===== config.mk =====
export PLATFORM = sky130hd
export DESIGN_NAME = rv32m_unit
export DESIGN_NICKNAME = d
export VERILOG_FILES = /design/src/common/rv32m_pkg.sv /design/src/hw/rv32m_request.sv /design/src/hw/mul/shift_add_mul32.sv /design/src/hw/div/restoring_div32.sv /design/src/hw/rv32m_result.sv /design/src/hw/rv32m_unit.sv
export SDC_FILE = /design/constraint.sdc
export NUM_CORES = 1
export LEC_CHECK = 0
export BUFFER_PORTS_ARGS = -buffer_cell sky130_fd_sc_hd__buf_4
export CAP_MARGIN = 20
export CORE_AREA = 3 3 233 280
export CTS_BUF_LIST = sky130_fd_sc_hd__clkbuf_8
export DETAILED_ROUTE_END_ITERATION = 8
export DIE_AREA = 0 0 236 283
export REMOVE_ABC_BUFFERS = 1
export SLEW_MARGIN = 20
export SYNTH_ARGS = -nofsm -noshare
export SYNTH_HDL_FRONTEND = slang
export SYNTH_SLANG_ARGS = --single-unit

===== constraint.sdc =====
create_clock -name CLK -period 4.7 [get_ports CLK]
set_clock_uncertainty 0.1 [all_clocks]
set_input_delay 0.235 -clock CLK [delete_from_list [all_inputs] [get_ports CLK]]
set_output_delay 0.235 -clock CLK [all_outputs]
set_load 0.01 [all_outputs]

===== src/common/rv32m_pkg.sv =====
// Shared definitions for the RV32M multiply/divide unit
// Word width, word type, operation encoding
// Special-case result constants for divide by zero and signed overflow

package rv32m_pkg;

    // Machine word width
    parameter int XLEN = 32;

    // One operand or result word
    typedef logic [XLEN-1:0] word_t;

    // M extension operations
    // Top bit set marks the divide class
    typedef enum logic [2:0] {
        MUL    = 3'd0,
        MULH   = 3'd1,
        MULHSU = 3'd2,
        MULHU  = 3'd3,
        DIV    = 3'd4,
        DIVU   = 3'd5,
        REM    = 3'd6,
        REMU   = 3'd7
    } rv32m_op_t;

    // Quotient on divide by zero for signed and unsigned division
    parameter word_t DIV_ZERO_QUOTIENT = {XLEN{1'b1}};

    // Most negative signed word
    // Overflow quotient and dividend half of the overflow test
    parameter word_t SIGNED_MIN = {1'b1, {(XLEN-1){1'b0}}};

endpackage


===== src/hw/rv32m_request.sv =====
// Request stage of the RV32M unit
// Saved copy of the last accepted request, new request detection,
// effective operands and per-operand signedness decode

module rv32m_request (
    input  logic                CLK,
    input  logic                nRST,
    input  logic                start,
    input  rv32m_pkg::rv32m_op_t op,
    input  rv32m_pkg::word_t    a,
    input  rv32m_pkg::word_t    b,
    output logic                new_req,
    output rv32m_pkg::word_t    opa,
    output rv32m_pkg::word_t    opb,
    output logic                sign_a,
    output logic                sign_b
);

    // Last request seen with start high
    rv32m_pkg::rv32m_op_t op_save;
    rv32m_pkg::word_t     a_save;
    rv32m_pkg::word_t     b_save;

    // Any field differs from the saved copy
    assign new_req = start && ((op != op_save) || (a != a_save) || (b != b_save));

    // Held request operands equal the saved copy
    assign opa = a;
    assign opb = b;

    // Saved state after reset looks like MUL 0 x 0
    always_ff @(posedge CLK, negedge nRST) begin
        if (!nRST) begin
            op_save <= rv32m_pkg::MUL;
            a_save  <= '0;
            b_save  <= '0;
        end else if (new_req) begin
            op_save <= op;
            a_save  <= a;
            b_save  <= b;
        end
    end

    // Operand signedness per operation
    always_comb begin
        case (op)
            // Signed by unsigned high word
            rv32m_pkg::MULHSU: begin
                sign_a = 1'b1;
                sign_b = 1'b0;
            end
            rv32m_pkg::MULHU, rv32m_pkg::DIVU, rv32m_pkg::REMU: begin
                sign_a = 1'b0;
                sign_b = 1'b0;
            end
            // MUL, MULH, DIV and REM
            default: begin
                sign_a = 1'b1;
                sign_b = 1'b1;
            end
        endcase
    end

endmodule


===== src/hw/mul/shift_add_mul32.sv =====
// Iterative shift-add multiplier
// Magnitude multiply, one multiplier bit per cycle over WIDTH cycles,
// sign fix-up folded into the last step

module shift_add_mul32 #(
    parameter int WIDTH = 32
) (
    input  logic                 CLK,
    input  logic                 nRST,
    input  logic                 start,
    input  logic [WIDTH-1:0]     multiplicand,
    input  logic [WIDTH-1:0]     multiplier,
    input  logic                 sign_a,
    input  logic                 sign_b,
    output logic                 done,
    output logic [2*WIDTH-1:0]   product
);

    localparam int CNT_W = $clog2(WIDTH);

    // Operand magnitudes and product sign at load time
    logic                 neg_a;
    logic                 neg_b;
    logic [WIDTH-1:0]     mag_a;
    logic [WIDTH-1:0]     mag_b;

    // Working registers
    logic [WIDTH-1:0]     mcand_q;
    logic [2*WIDTH-1:0]   prod_q;
    logic                 neg_q;

    // One iteration
    logic [WIDTH:0]       upper_sum;
    logic [2*WIDTH-1:0]   prod_step;

    // Iteration control
    logic                 running;
    logic [CNT_W-1:0]     count;
    logic                 last_step;

    assign neg_a = sign_a && multiplicand[WIDTH-1];
    assign neg_b = sign_b && multiplier[WIDTH-1];

    // Most negative value keeps its bit pattern, which is the right magnitude
    assign mag_a = neg_a ? -multiplicand : multiplicand;
    assign mag_b = neg_b ? -multiplier : multiplier;

    // Add multiplicand into the upper half when the current low bit is set
    assign upper_sum = {1'b0, prod_q[2*WIDTH-1:WIDTH]}
                     + (prod_q[0] ? {1'b0, mcand_q} : {(WIDTH+1){1'b0}});

    // Shift right, carry enters at the top
    assign prod_step = {upper_sum, prod_q[WIDTH-1:1]};

    assign last_step = running && (count == '0);

    always_ff @(posedge CLK, negedge nRST) begin
        if (!nRST) begin
            running <= 1'b0;
            done    <= 1'b0;
            count   <= '0;
        end else if (start) begin
            running <= 1'b1;
            done    <= 1'b0;
            count   <= CNT_W'(WIDTH - 1);
        end else if (running) begin
            if (last_step) begin
                running <= 1'b0;
                // Held until the next start
                done    <= 1'b1;
            end else begin
                count <= count - 1'b1;
            end
        end
    end

    always_ff @(posedge CLK) begin
        if (start) begin
            mcand_q <= mag_a;
            // Low half holds the multiplier bits still to be consumed
            prod_q  <= {{WIDTH{1'b0}}, mag_b};
            neg_q   <= neg_a ^ neg_b;
        end else if (running) begin
            // Negate on the way out for a negative product
            prod_q <= (last_step && neg_q) ? -prod_step : prod_step;
        end
    end

    assign product = prod_q;

endmodule


===== src/hw/div/restoring_div32.sv =====
// Iterative restoring divider
// Magnitude divide, one quotient bit per cycle over WIDTH cycles,
// quotient and remainder sign fix-up on the last step

module restoring_div32 #(
    parameter int WIDTH = 32
) (
    input  logic               CLK,
    input  logic               nRST,
    input  logic               start,
    input  logic [WIDTH-1:0]   dividend,
    input  logic [WIDTH-1:0]   divisor,
    input  logic               is_signed,
    output logic               done,
    output logic [WIDTH-1:0]   quotient,
    output logic [WIDTH-1:0]   remainder
);

    localparam int CNT_W = $clog2(WIDTH);

    // Operand signs and magnitudes
    logic               neg_dvd;
    logic               neg_dvs;
    logic [WIDTH-1:0]   mag_dvd;
    logic [WIDTH-1:0]   mag_dvs;

    // Working registers
    // quo_q starts as the dividend and fills with quotient bits from the right
    logic [WIDTH-1:0]   quo_q;
    logic [WIDTH-1:0]   rem_q;
    logic [WIDTH-1:0]   dvs_q;
    logic               neg_quo_q;
    logic               neg_rem_q;

    // One restoring step
    logic [WIDTH:0]     shifted;
    logic [WIDTH+1:0]   diff;
    logic               fits;
    logic [WIDTH-1:0]   rem_next;
    logic [WIDTH-1:0]   quo_next;

    // Iteration control
    logic               running;
    logic [CNT_W-1:0]   count;
    logic               last_step;

    assign neg_dvd = is_signed && dividend[WIDTH-1];
    assign neg_dvs = is_signed && divisor[WIDTH-1];
    assign mag_dvd = neg_dvd ? -dividend : dividend;
    assign mag_dvs = neg_dvs ? -divisor : divisor;

    // Bring down the next dividend bit
    assign shifted = {rem_q, quo_q[WIDTH-1]};

    // Trial subtract, extra top bit is the borrow
    assign diff = {1'b0, shifted} - {2'b00, dvs_q};
    assign fits = !diff[WIDTH+1];

    // Keep the difference only when it did not go negative
    // Either way the partial remainder is below the divisor
    assign rem_next = fits ? diff[WIDTH-1:0] : shifted[WIDTH-1:0];
    assign quo_next = {quo_q[WIDTH-2:0], fits};

    assign last_step = running && (count == '0);

    always_ff @(posedge CLK, negedge nRST) begin
        if (!nRST) begin
            running <= 1'b0;
            done    <= 1'b0;
            count   <= '0;
        end else if (start) begin
            running <= 1'b1;
            done    <= 1'b0;
            count   <= CNT_W'(WIDTH - 1);
        end else if (running) begin
            if (last_step) begin
                running <= 1'b0;
                done    <= 1'b1;
            end else begin
                count <= count - 1'b1;
            end
        end
    end

    always_ff @(posedge CLK) begin
        if (start) begin
            quo_q     <= mag_dvd;
            rem_q     <= '0;
            dvs_q     <= mag_dvs;
            // Truncation toward zero
            neg_quo_q <= neg_dvd ^ neg_dvs;
            // Remainder follows the dividend
            neg_rem_q <= neg_dvd;
        end else if (running) begin
            if (last_step) begin
                quo_q <= neg_quo_q ? -quo_next : quo_next;
                rem_q <= neg_rem_q ? -rem_next : rem_next;
            end else begin
                quo_q <= quo_next;
                rem_q <= rem_next;
            end
        end
    end

    assign quotient  = quo_q;
    assign remainder = rem_q;

endmodule


===== src/hw/rv32m_result.sv =====
// Combinational result stage of the RV32M unit
// Divide-by-zero and signed-overflow detection, unit start decode,
// busy generation and result word selection

module rv32m_result (
    input  logic                           start,
    input  rv32m_pkg::rv32m_op_t           op,
    input  logic                           new_req,
    input  rv32m_pkg::word_t               opa,
    input  rv32m_pkg::word_t               opb,
    input  logic                           sign_a,
    input  logic                           mul_done,
    input  logic [2*rv32m_pkg::XLEN-1:0]   product,
    input  logic                           div_done,
    input  rv32m_pkg::word_t               quotient,
    input  rv32m_pkg::word_t               remainder,
    output logic                           mul_start,
    output logic                           div_start,
    output logic                           busy,
    output rv32m_pkg::word_t               result
);

    logic is_div;
    logic div_zero;
    logic overflow;
    logic special;
    logic unit_done;

    assign is_div = op[2];

    assign div_zero = (opb == '0);
    // Only signed division can overflow
    assign overflow = sign_a && (opa == rv32m_pkg::SIGNED_MIN) && (opb == '1);

    // Answered here without running the divider
    assign special = is_div && (div_zero || overflow);

    assign mul_start = new_req && !is_div;
    assign div_start = new_req && is_div && !special;

    // Done flag of the unit serving this class
    assign unit_done = is_div ? div_done : mul_done;

    // Missing done flag counts as busy
    // Also covers the reset state
    assign busy = start && (new_req || (!special && !unit_done));

    always_comb begin
        result = '0;
        if (start) begin
            case (op)
                rv32m_pkg::MUL:
                    result = product[rv32m_pkg::XLEN-1:0];
                rv32m_pkg::MULH, rv32m_pkg::MULHSU, rv32m_pkg::MULHU:
                    result = product[2*rv32m_pkg::XLEN-1:rv32m_pkg::XLEN];
                rv32m_pkg::DIV, rv32m_pkg::DIVU: begin
                    if (div_zero)
                        result = rv32m_pkg::DIV_ZERO_QUOTIENT;
                    else if (overflow)
                        result = rv32m_pkg::SIGNED_MIN;
                    else
                        result = quotient;
                end
                // REM and REMU return the dividend on divide by zero
                default: begin
                    if (div_zero)
                        result = opa;
                    else if (overflow)
                        result = '0;
                    else
                        result = remainder;
                end
            endcase
        end
    end

endmodule


===== src/hw/rv32m_unit.sv =====
// RV32M multiply/divide execute unit, top level
// Request stage, shift-add multiplier, restoring divider and result stage
// Start/busy handshake toward the requester

module rv32m_unit (
    input  logic                 CLK,
    input  logic                 nRST,
    input  logic                 start,
    input  rv32m_pkg::rv32m_op_t op,
    input  rv32m_pkg::word_t     a,
    input  rv32m_pkg::word_t     b,
    output logic                 busy,
    output rv32m_pkg::word_t     result
);

    // Datapath width for both arithmetic units
    localparam int WIDTH = rv32m_pkg::XLEN;

    // Request stage outputs
    logic                 new_req;
    rv32m_pkg::word_t     opa;
    rv32m_pkg::word_t     opb;
    logic                 sign_a;
    logic                 sign_b;

    // Multiplier
    logic                 mul_start;
    logic                 mul_done;
    logic [2*WIDTH-1:0]   product;

    // Divider
    logic                 div_start;
    logic                 div_done;
    rv32m_pkg::word_t     quotient;
    rv32m_pkg::word_t     remainder;

    rv32m_request i_request (
        .CLK     (CLK),
        .nRST    (nRST),
        .start   (start),
        .op      (op),
        .a       (a),
        .b       (b),
        .new_req (new_req),
        .opa     (opa),
        .opb     (opb),
        .sign_a  (sign_a),
        .sign_b  (sign_b)
    );

    shift_add_mul32 #(
        .WIDTH (WIDTH)
    ) i_mul (
        .CLK          (CLK),
        .nRST         (nRST),
        .start        (mul_start),
        .multiplicand (opa),
        .multiplier   (opb),
        .sign_a       (sign_a),
        .sign_b       (sign_b),
        .done         (mul_done),
        .product      (product)
    );

    // Division signedness is the same for both operands
    restoring_div32 #(
        .WIDTH (WIDTH)
    ) i_div (
        .CLK       (CLK),
        .nRST      (nRST),
        .start     (div_start),
        .dividend  (opa),
        .divisor   (opb),
        .is_signed (sign_a),
        .done      (div_done),
        .quotient  (quotient),
        .remainder (remainder)
    );

    rv32m_result i_result (
        .start     (start),
        .op        (op),
        .new_req   (new_req),
        .opa       (opa),
        .opb       (opb),
        .sign_a    (sign_a),
        .mul_done  (mul_done),
        .product   (product),
        .div_done  (div_done),
        .quotient  (quotient),
        .remainder (remainder),
        .mul_start (mul_start),
        .div_start (div_start),
        .busy      (busy),
        .result    (result)
    );

endmodule


==> results.md, run 1 <==
* CTS sink cnt at ~280
* # port buffers at 102
* Htree depth at 2
* Post-synth EDFFs at around 130
* WHS Endpoint: i_mul.mcand_q[7]$_DFFE_PP_
* Final period util at between 90% and 100%
* Cell count of the worst reg-to-reg path at 18
* Clock tree from TritonCTS: built
* Critical path depth in cells at 13
* Initial antenna violation count at 2
* Comb power frac at a little over half
* Most used flip-flop cell after synthesis: edfxtp_1
* Largest net degree at the start of global routing at 86
* Insertion delay to the later sink of the worst-skew pair at roughly 0.65 ns
* Async S/R FF share, synth at 29.3%
* Slowest stage cell, crit path: or4_1
* Total Wirelength at roughly 86,000 um
* Synth area leader: edfxtp_1
* Flop-to-flop setup slack at about 0.21 ns
* Worst-path maximum fanout at 17
* Compound-Gate Fraction of Synth Area at 19.2%
* Achievable Freq at between 200 and 250 MHz
* FP Rows at 100
* Post-synthesis simple-gate area fraction at between 20% and 30%
* Most instantiated cells after synthesis: 271 x nand2_1, 254 x nor2_1, 191 x a21oi_1, 160 x xnor2_1, 159 x xor2_1
* Synth unique cells at between 100 and 150
* FF+latch count, synth at 276
* Layout cells sized above 1 at 13.5%
* Post-Synth XOR/XNOR Area at around an eighth
* Yosys Warn Count at 0
* Core outline area at roughly 0.062 mm2
* CP max stage delay at 0.60 ns
* CTS Buf Count at 50
* Critical Path RT at roughly 4.4 ns
* Outcome: complete, no violations
* Sw Share at a little under half
* Final min period at 4.66 ns
* Buffers & Inverters on Critical Path at 5
* Via count at 21,000
* Measured slew at the worst slew-check pin at 1.27 ns
* FF-to-FF End: i_div.remainder[24]$_SDFFE_PP0P_
* Wire per inst at between 20 and 25 um
* Area post-placement at between 0.02 and 0.025 mm2
* Main area contributors after synthesis: edfxtp_1 18%, dfrtp_1 9.3%, xnor2_1 6.4%
* Final setup violation count at 0
* Synthesized area at ~0.022 mm2
* CP delay by family, top: simple AND/OR/NAND/NOR gates
* Io pins at about 100
* Worst endpoint data arrival time at about 4.3 ns
* Final number of hold-violating endpoints at 0
* Switching power at 5790 uW
* Power Dens Cells at slightly above 500 mW/mm2
* Clock Path Buffers at 3
* Post-Synth Adder-Cell Area at 4.31%
* Clk pwr share at roughly 19%
* Mux share of post-synthesis cell area at 5.44%
* RR Startpoint: i_div.remainder[7]$_SDFFE_PP0P_
* Leakage at 0.00997 uW
* ANT nets after route at 0
* Starting Density at a little over a third
* Vias in the first global route at approximately 20,000
* Hold Crit Class: in2reg
* Die ar. at around 0.067 mm2
* Seq pwr share at ~30%
* Cell with the most instances after synthesis: nand2_1
* Hpwl dp at 64,400 um
* Crit end category: output port
* Worst setup SP type: primary input
* Largest family of logic cells by synthesized area: simple AND/OR/NAND/NOR gates
* Die H at ~280 um
* Clock transition at path regs at 0.06 ns
* CP most frequent cell: buf_4
* Fin Hold WS at approximately 0.062 ns
* Worst hold start: a[6]
* Total GRT Usage at 24.5%
* Synthesis-to-layout area growth at 15.9%
* 1st-pass router iterations at 5
* Fin nets at about 2,900
* Avg Inst Size Synth at 8.38 um2
* Placer Congestion at around 0.95
* # Max-Cap Violations at 0
* CP cell instances: dlygate4sd3_1 > buf_4 > or4_1 > nor3_2 > nand2_1 > or4_4 > nor4_4 > nand4_1 > buf_4 > buf_4 > nand3_1 > a31oi_1 > buf_4
* DR vias/cell at 5.88
* DIE WIDTH at around 240 um
* DRC violation count after routing at 0
* Starting DRT DRC Count at approximately 2,100
* Cell area after layout at roughly 0.025 mm2
* GR Overflow Total at 0
* Seq/Total Area, Yosys at 33.1%
* Area share of the largest cell type after synthesis at a little under a fifth
* Post-Syn Instances at around 2,600
* Worst Hold Depth at 4
* Root Driver: clkbuf_8
* Worst vdd ir at 0.000256 V
* Crit Path Class: in2out
* Slew Viols, Final at 0
* First-pass GRT wire length at 127,000 um
* Max_slew headroom at 14.8%
* Internal at 6980 uW
repair_timing:
| action | 4_1_cts | 5_1_grt |
|---|---|---|
| resized for setup | 0 | 16 |
| endpoints found under the setup margin | 0 | 39 |
| hold buffers | 71 | 0 |
| hold endpoints to repair | 177 | 0 |
| setup buffers | 0 | 4 |
placed cells by master (no fill, tap or decap), types with 9 or more instances in the layout:
cell	synthesis	routed
nand2_1	271	269
nor2_1	254	253
a21oi_1	191	190
buf_4	4	162
xnor2_1	160	160
xor2_1	159	159
o21ai_0	150	149
edfxtp_1	131	131
inv_1	71	90
dfrtp_1	81	79
ha_1	72	72
dlygate4sd3_1	0	71
mux2_2	67	67
nand3_1	67	66
dfxtp_1	64	64
clkbuf_8	0	56
nor3_1	54	53
and2_1	47	46
a211oi_1	42	42
mux2i_1	42	42
nor4_1	41	41
a31oi_1	49	41
a221oi_1	33	33
o31ai_1	33	33
nand4_1	32	32
a21o_1	29	29
or3_1	24	24
and3_1	21	21
nand2b_1	17	17
o21a_1	16	16
o211ai_1	12	12
nor2b_1	11	11
clkinv_2	0	11
or4_1	11	10
o21ai_1	8	9
a31oi_2	1	9
nand3b_1	9	9
o41ai_1	9	9
logic make-up after synthesis:
family,Yosys count
AND/OR/NAND/NOR,916
adder cells (fa/ha/maj),74
buffers and inverters,256
AO/OA/AOI/OAI,655
flip-flops,276
XOR/XNOR,319
multiplexers,110
metrics by stage:
stage	setup WS (ns)	total power [uW]	TNS, ns	cells	util [%]
6_report	0.0386	12800	0	3571	40.6
5_1_grt	-0.0251	13600	-0.0862	3571	40.6
4_1_cts	0.0290	12700	0	3564	40.3
3_5_place_dp	0.214	10200	0	3400	37.5
3_3_place_gp	0.356	10100	0	3400	37.5
2_1_floorplan	-0.831	8000	-86.89	2422	-
power by group through the flow:
stage                     clock, uW  combinational, uW  sequential (uW)
after floorplan                   0               4530             3470
after global placement            0               6390             3750
after detailed placement          0               6440             3770
after CTS                      2420               6540             3720
after global routing           2540               7240             3790
final                          2370               6660             3750
cell type report:
type / count / area, um2
Fill cell: 6251 / 37100
Multi-Input combinational cell: 2074 / 13700
Sequential cell: 276 / 7240
Timing Repair Buffer: 239 / 2060
Tap cell: 816 / 1020
Clock buffer: 56 / 771
Inverter: 72 / 273
Clock inverter: 37 / 233
Antenna cell: 1 / 2.50
worst register-to-register path, cell delays in order, from the launching register on:
cell and delay, ns:
dfxtp_1 0.38, ha_1 0.40, o21ai_0 0.13, nor2_2 0.29, o311ai_2 0.18, nor3_1 0.32, nand3_2 0.13, nand2_2 0.16
mux2i_1 0.24, ha_1 0.24, nand3b_1 0.11, nor4_1 0.36, a31oi_1 0.14, nor4b_1 0.55, buf_4 0.20, a21oi_1 0.08
xnor2_1 0.17, mux2i_1 0.14, nor2_1 0.05
sequential cells by signal (all words and copies together), names as in the netlist:
register / flops
i_mul.neg_q: 1
i_request.b_save: 32
i_mul.running: 1
i_div.remainder: 32
i_request.op_save: 3
i_div.running: 1
i_mul.product: 64
i_mul.done: 1
i_div.neg_rem_q: 1
i_div.dvs_q: 32
i_mul.mcand_q: 32
i_div.quotient: 32
i_div.count: 5
i_mul.count: 5
i_div.neg_quo_q: 1
i_div.done: 1
i_request.a_save: 32
metal layers:
metal  GRT usage [%]  vias to the layer above  routed length (um)
met5               0                        -                  12
met4            12.0                        2                4790
met3            3.81                      211                6620
met2            39.8                      994               39300
met1            31.7                    10200               35000
li1                -                     9604                   -
worst max-delay path by stage:
stage	start	slack, ns	to
final	a[11]	0.04	result[7]
after global routing	a[11]	-0.03	result[7]
after CTS	a[11]	0.03	result[7]
after global placement	i_div.dvs_q[7]$_DFFE_PP_	0.36	i_div.remainder[24]$_SDFFE_PP0P_
after detailed placement	i_div.remainder[7]$_SDFFE_PP0P_	0.21	i_div.remainder[24]$_SDFFE_PP0P_
after floorplan	a[10]	-0.83	i_div.remainder[31]$_SDFFE_PP0P_
No activity file was read; power rests on OpenSTA's default activity.
==> inputs of run 2 (changes only) <==
ABC_AREA = 1   (was default)
CORE_AREA = 3 3 238 287   (was 3 3 233 280)
DIE_AREA = 0 0 241 290   (was 0 0 236 283)
==> results.md, run 2 <==
* Outcome: complete, no violations
* 1st-pass router iterations at 8
* Register area at around 0.0072 mm2
* Max_slew headroom at roughly a third
* RR Startpoint: i_div.remainder[21]$_SDFFE_PP0P_
* Crit Path Class: in2out
* Worst hold start: op[2]
* Crit end category: output port
* Initial antenna violation count at 2
* Hpwl dp at a little under 80,000 um
* Synth unique cells at ~60
* Flop-to-flop setup slack at 0.42 ns
* Synth area leader: edfxtp_1
* FP Rows at between 100 and 150
* DIE WIDTH at 241 um
* Fin nets at ~3,800
* Io pins at ~100
* Post-Synth Adder-Cell Area at 4.10%
* Worst setup SP type: primary input
* Yosys Warn Count at 0
* Mux share of post-synthesis cell area at 0.0490%
* Vias in the first global route at roughly 23,000
* Setup TNS at 0 ns
* Largest net degree at the start of global routing at 76
* Power Dens Cells at 473 mW/mm2
* Total Wirelength at approximately 97,000 um
* Layout cells sized above 1 at 8.98%
* FF-to-FF End: i_div.quotient[30]$_DFFE_PP_
* Via count at between 20,000 and 25,000
* Layout fillers at ~7,000
* Post-synth EDFFs at around 130
* Die ar. at roughly 0.07 mm2
* Async S/R FF share, synth at 29.3%
* Synthesis-to-layout area growth at 15.6%
* Hold Crit Class: in2reg
* Placed insts at 4,337
* Post-Synth XOR/XNOR Area at under 10%
* Final min period at roughly 4.5 ns
* Root Driver: clkbuf_8
* # port buffers at roughly 100
* Area of the multi-input gates at ~0.013 mm2
* Compound-Gate Fraction of Synth Area at between 15 and 20%
* Worst endpoint data arrival time at slightly above 4 ns
* Clock tree from TritonCTS: built
* Die H at approximately 290 um
* Number of flip-flops in the largest register at between 60 and 70
* Avg Inst Size Synth at 6.67 um2
* Insertion delay to the later sink of the worst-skew pair at 0.68 ns
* Cell with the most instances after synthesis: nand2_1
* Wire per inst at between 20 and 25 um
* Worst vdd ir at 0.000240 V
* Most used flip-flop cell after synthesis: edfxtp_1
* Commonest non-fill, non-tap cell in the layout: nand2_1
* Critical Path RT at 4.37 ns
* CTS sink cnt at ~280
* Post-Syn Instances at 3,445
* Starting DRT DRC Count at between 2,000 and 2,500
* Slew Viols, Final at 0
* Commonest cells after routing, fill and taps aside: 873 x nand2_1, 503 x inv_1, 318 x o21ai_0
* Final number of hold-violating endpoints at 0
* Main area contributors after synthesis: edfxtp_1 17%, nand2_1 14%, dfrtp_1 8.8%
* Final setup violation count at 0
* ANT nets after route at 0
* Seq/Total Area, Yosys at 31.5%
* Worst Hold Depth at 4
* Worst-path maximum fanout at 62
* Starting Density at between 30% and 40%
* Cell count of the worst reg-to-reg path at 21
* CTS Buf Count at 52
* WHS Endpoint: i_mul.count[3]$_DFFE_PN0P_
* Clock Path Buffers at 3
* Measured slew at the worst slew-check pin at between 0.9 and 1 ns
* Area share of the largest cell type after synthesis at about 17%
* Synthesized area at approximately 0.023 mm2
* DRC violation count after routing at 0
* Post-CTS Setup Bufs at 0
* GR Overflow Total at 0
* Achievable Freq at between 200 and 250 MHz
* Htree depth at 2
* Most instantiated cells after synthesis: 874 x nand2_1, 480 x inv_1, 319 x o21ai_0, 304 x nor2_1, 204 x a21oi_1
* RSZ-0062 raised after global routing: false
* Final non-filler cell total at 4,507
* # Max-Cap Violations at 0
* Core outline area at 0.0657 mm2
* DR vias/cell at about 5.3
* Final period util at around 95%
* First-pass GRT wire length at between 100,000 and 150,000 um
* Largest family of logic cells by synthesized area: simple AND/OR/NAND/NOR gates
* Clock transition at path regs at around 0.05 ns
* Leakage at approximately 0.013 uW
* Total GRT Usage at 27.1%
* Placer Congestion at roughly 1.1
* Post-synthesis simple-gate area fraction at 30.1%
* FF+latch count, synth at roughly 280
run 2: how the worst max path moves through the flow:
| stage | from | endpoint | slack (ns) |
|---|---|---|---|
| 4_1_cts | b[1] | result[2] | 0.16 |
| 5_1_grt | a[1] | result[6] | 0.04 |
| 3_5_place_dp | i_div.remainder[21]$_SDFFE_PP0P_ | i_div.quotient[30]$_DFFE_PP_ | 0.55 |
| 6_report | b[1] | result[24] | 0.25 |
| 3_3_place_gp | i_div.remainder[21]$_SDFFE_PP0P_ | i_div.quotient[30]$_DFFE_PP_ | 0.59 |
| 2_1_floorplan | i_request.b_save[11]$_DFFE_PN0P_ | i_mul.product[0]$_DFFE_PP_ | -2.26 |
run 2: cells by family (layout without fill, tap and decap cells):
group / after synthesis / in the layout
and+or+nand+nor: 1607 / 1607
AOI/OAI and AO/OA: 650 / 650
buffers and inverters: 619 / 839
DFF: 276 / 276
xor gates and xnor gates: 218 / 218
adders and majority gates: 74 / 74
muxes: 1 / 1
other: 0 / 2
run 2: routing by layer:
metal  GRT usage (%)  wire [um]
met5               0          0
met2            43.1      43600
met3            4.73       7530
met1            33.9      38200
met4            17.1       7450
run 2: what timing repair did:
action	in CTS	in global routing
endpoints found under the setup margin	0	2
hold endpoints to repair	160	0
gates resized for setup	0	3
hold buffers	71	0
run 2: metrics by stage:
step	setup WS, ns	power [uW]	utilization (%)	cell area [um2]	hold WS (ns)
floorplan	-2.26	7680	-	22400	-0.161
global placement	0.589	10000	37.8	24800	0.117
detailed placement	0.548	10000	37.8	24800	0.121
CTS	0.164	12400	40.4	26500	0.0804
global route	0.0417	13400	40.4	26600	0.142
finish	0.248	12500	40.4	26600	0.112
run 2: where the power goes:
part | switching [uW] | internal [uW]
sequential | 596 | 3070
combinational | 4470 | 2110
clock | 1170 | 1130
total | 6230 | 6310
run 2: area by class of cell:
type	count	area share, %
multi-input combinational	2550	50.3
sequential	276	27.3
timing repair buffer	251	7.85
inverter	491	6.94
tap	840	3.96
clock buffer	58	3.01
clock inverter	39	0.664
antenna	2	0.0188
run 2: critical path: stages:
cell           delay (ns)
dlygate4sd3_1        0.53
buf_4                0.14
inv_1                0.14
ha_1                 0.23
nand2_2              0.08
nor2_4               0.10
nand3_2              0.09
nor2_1               0.09
nand2_1              0.09
nor2_2               0.15
inv_2                0.07
nor2_4               0.11
nand3b_2             0.15
nor2_4               0.19
nand2_4              0.10
buf_4                0.32
o21ai_0              0.55
a21oi_1              0.08
nor3_1               0.42
buf_4                0.21
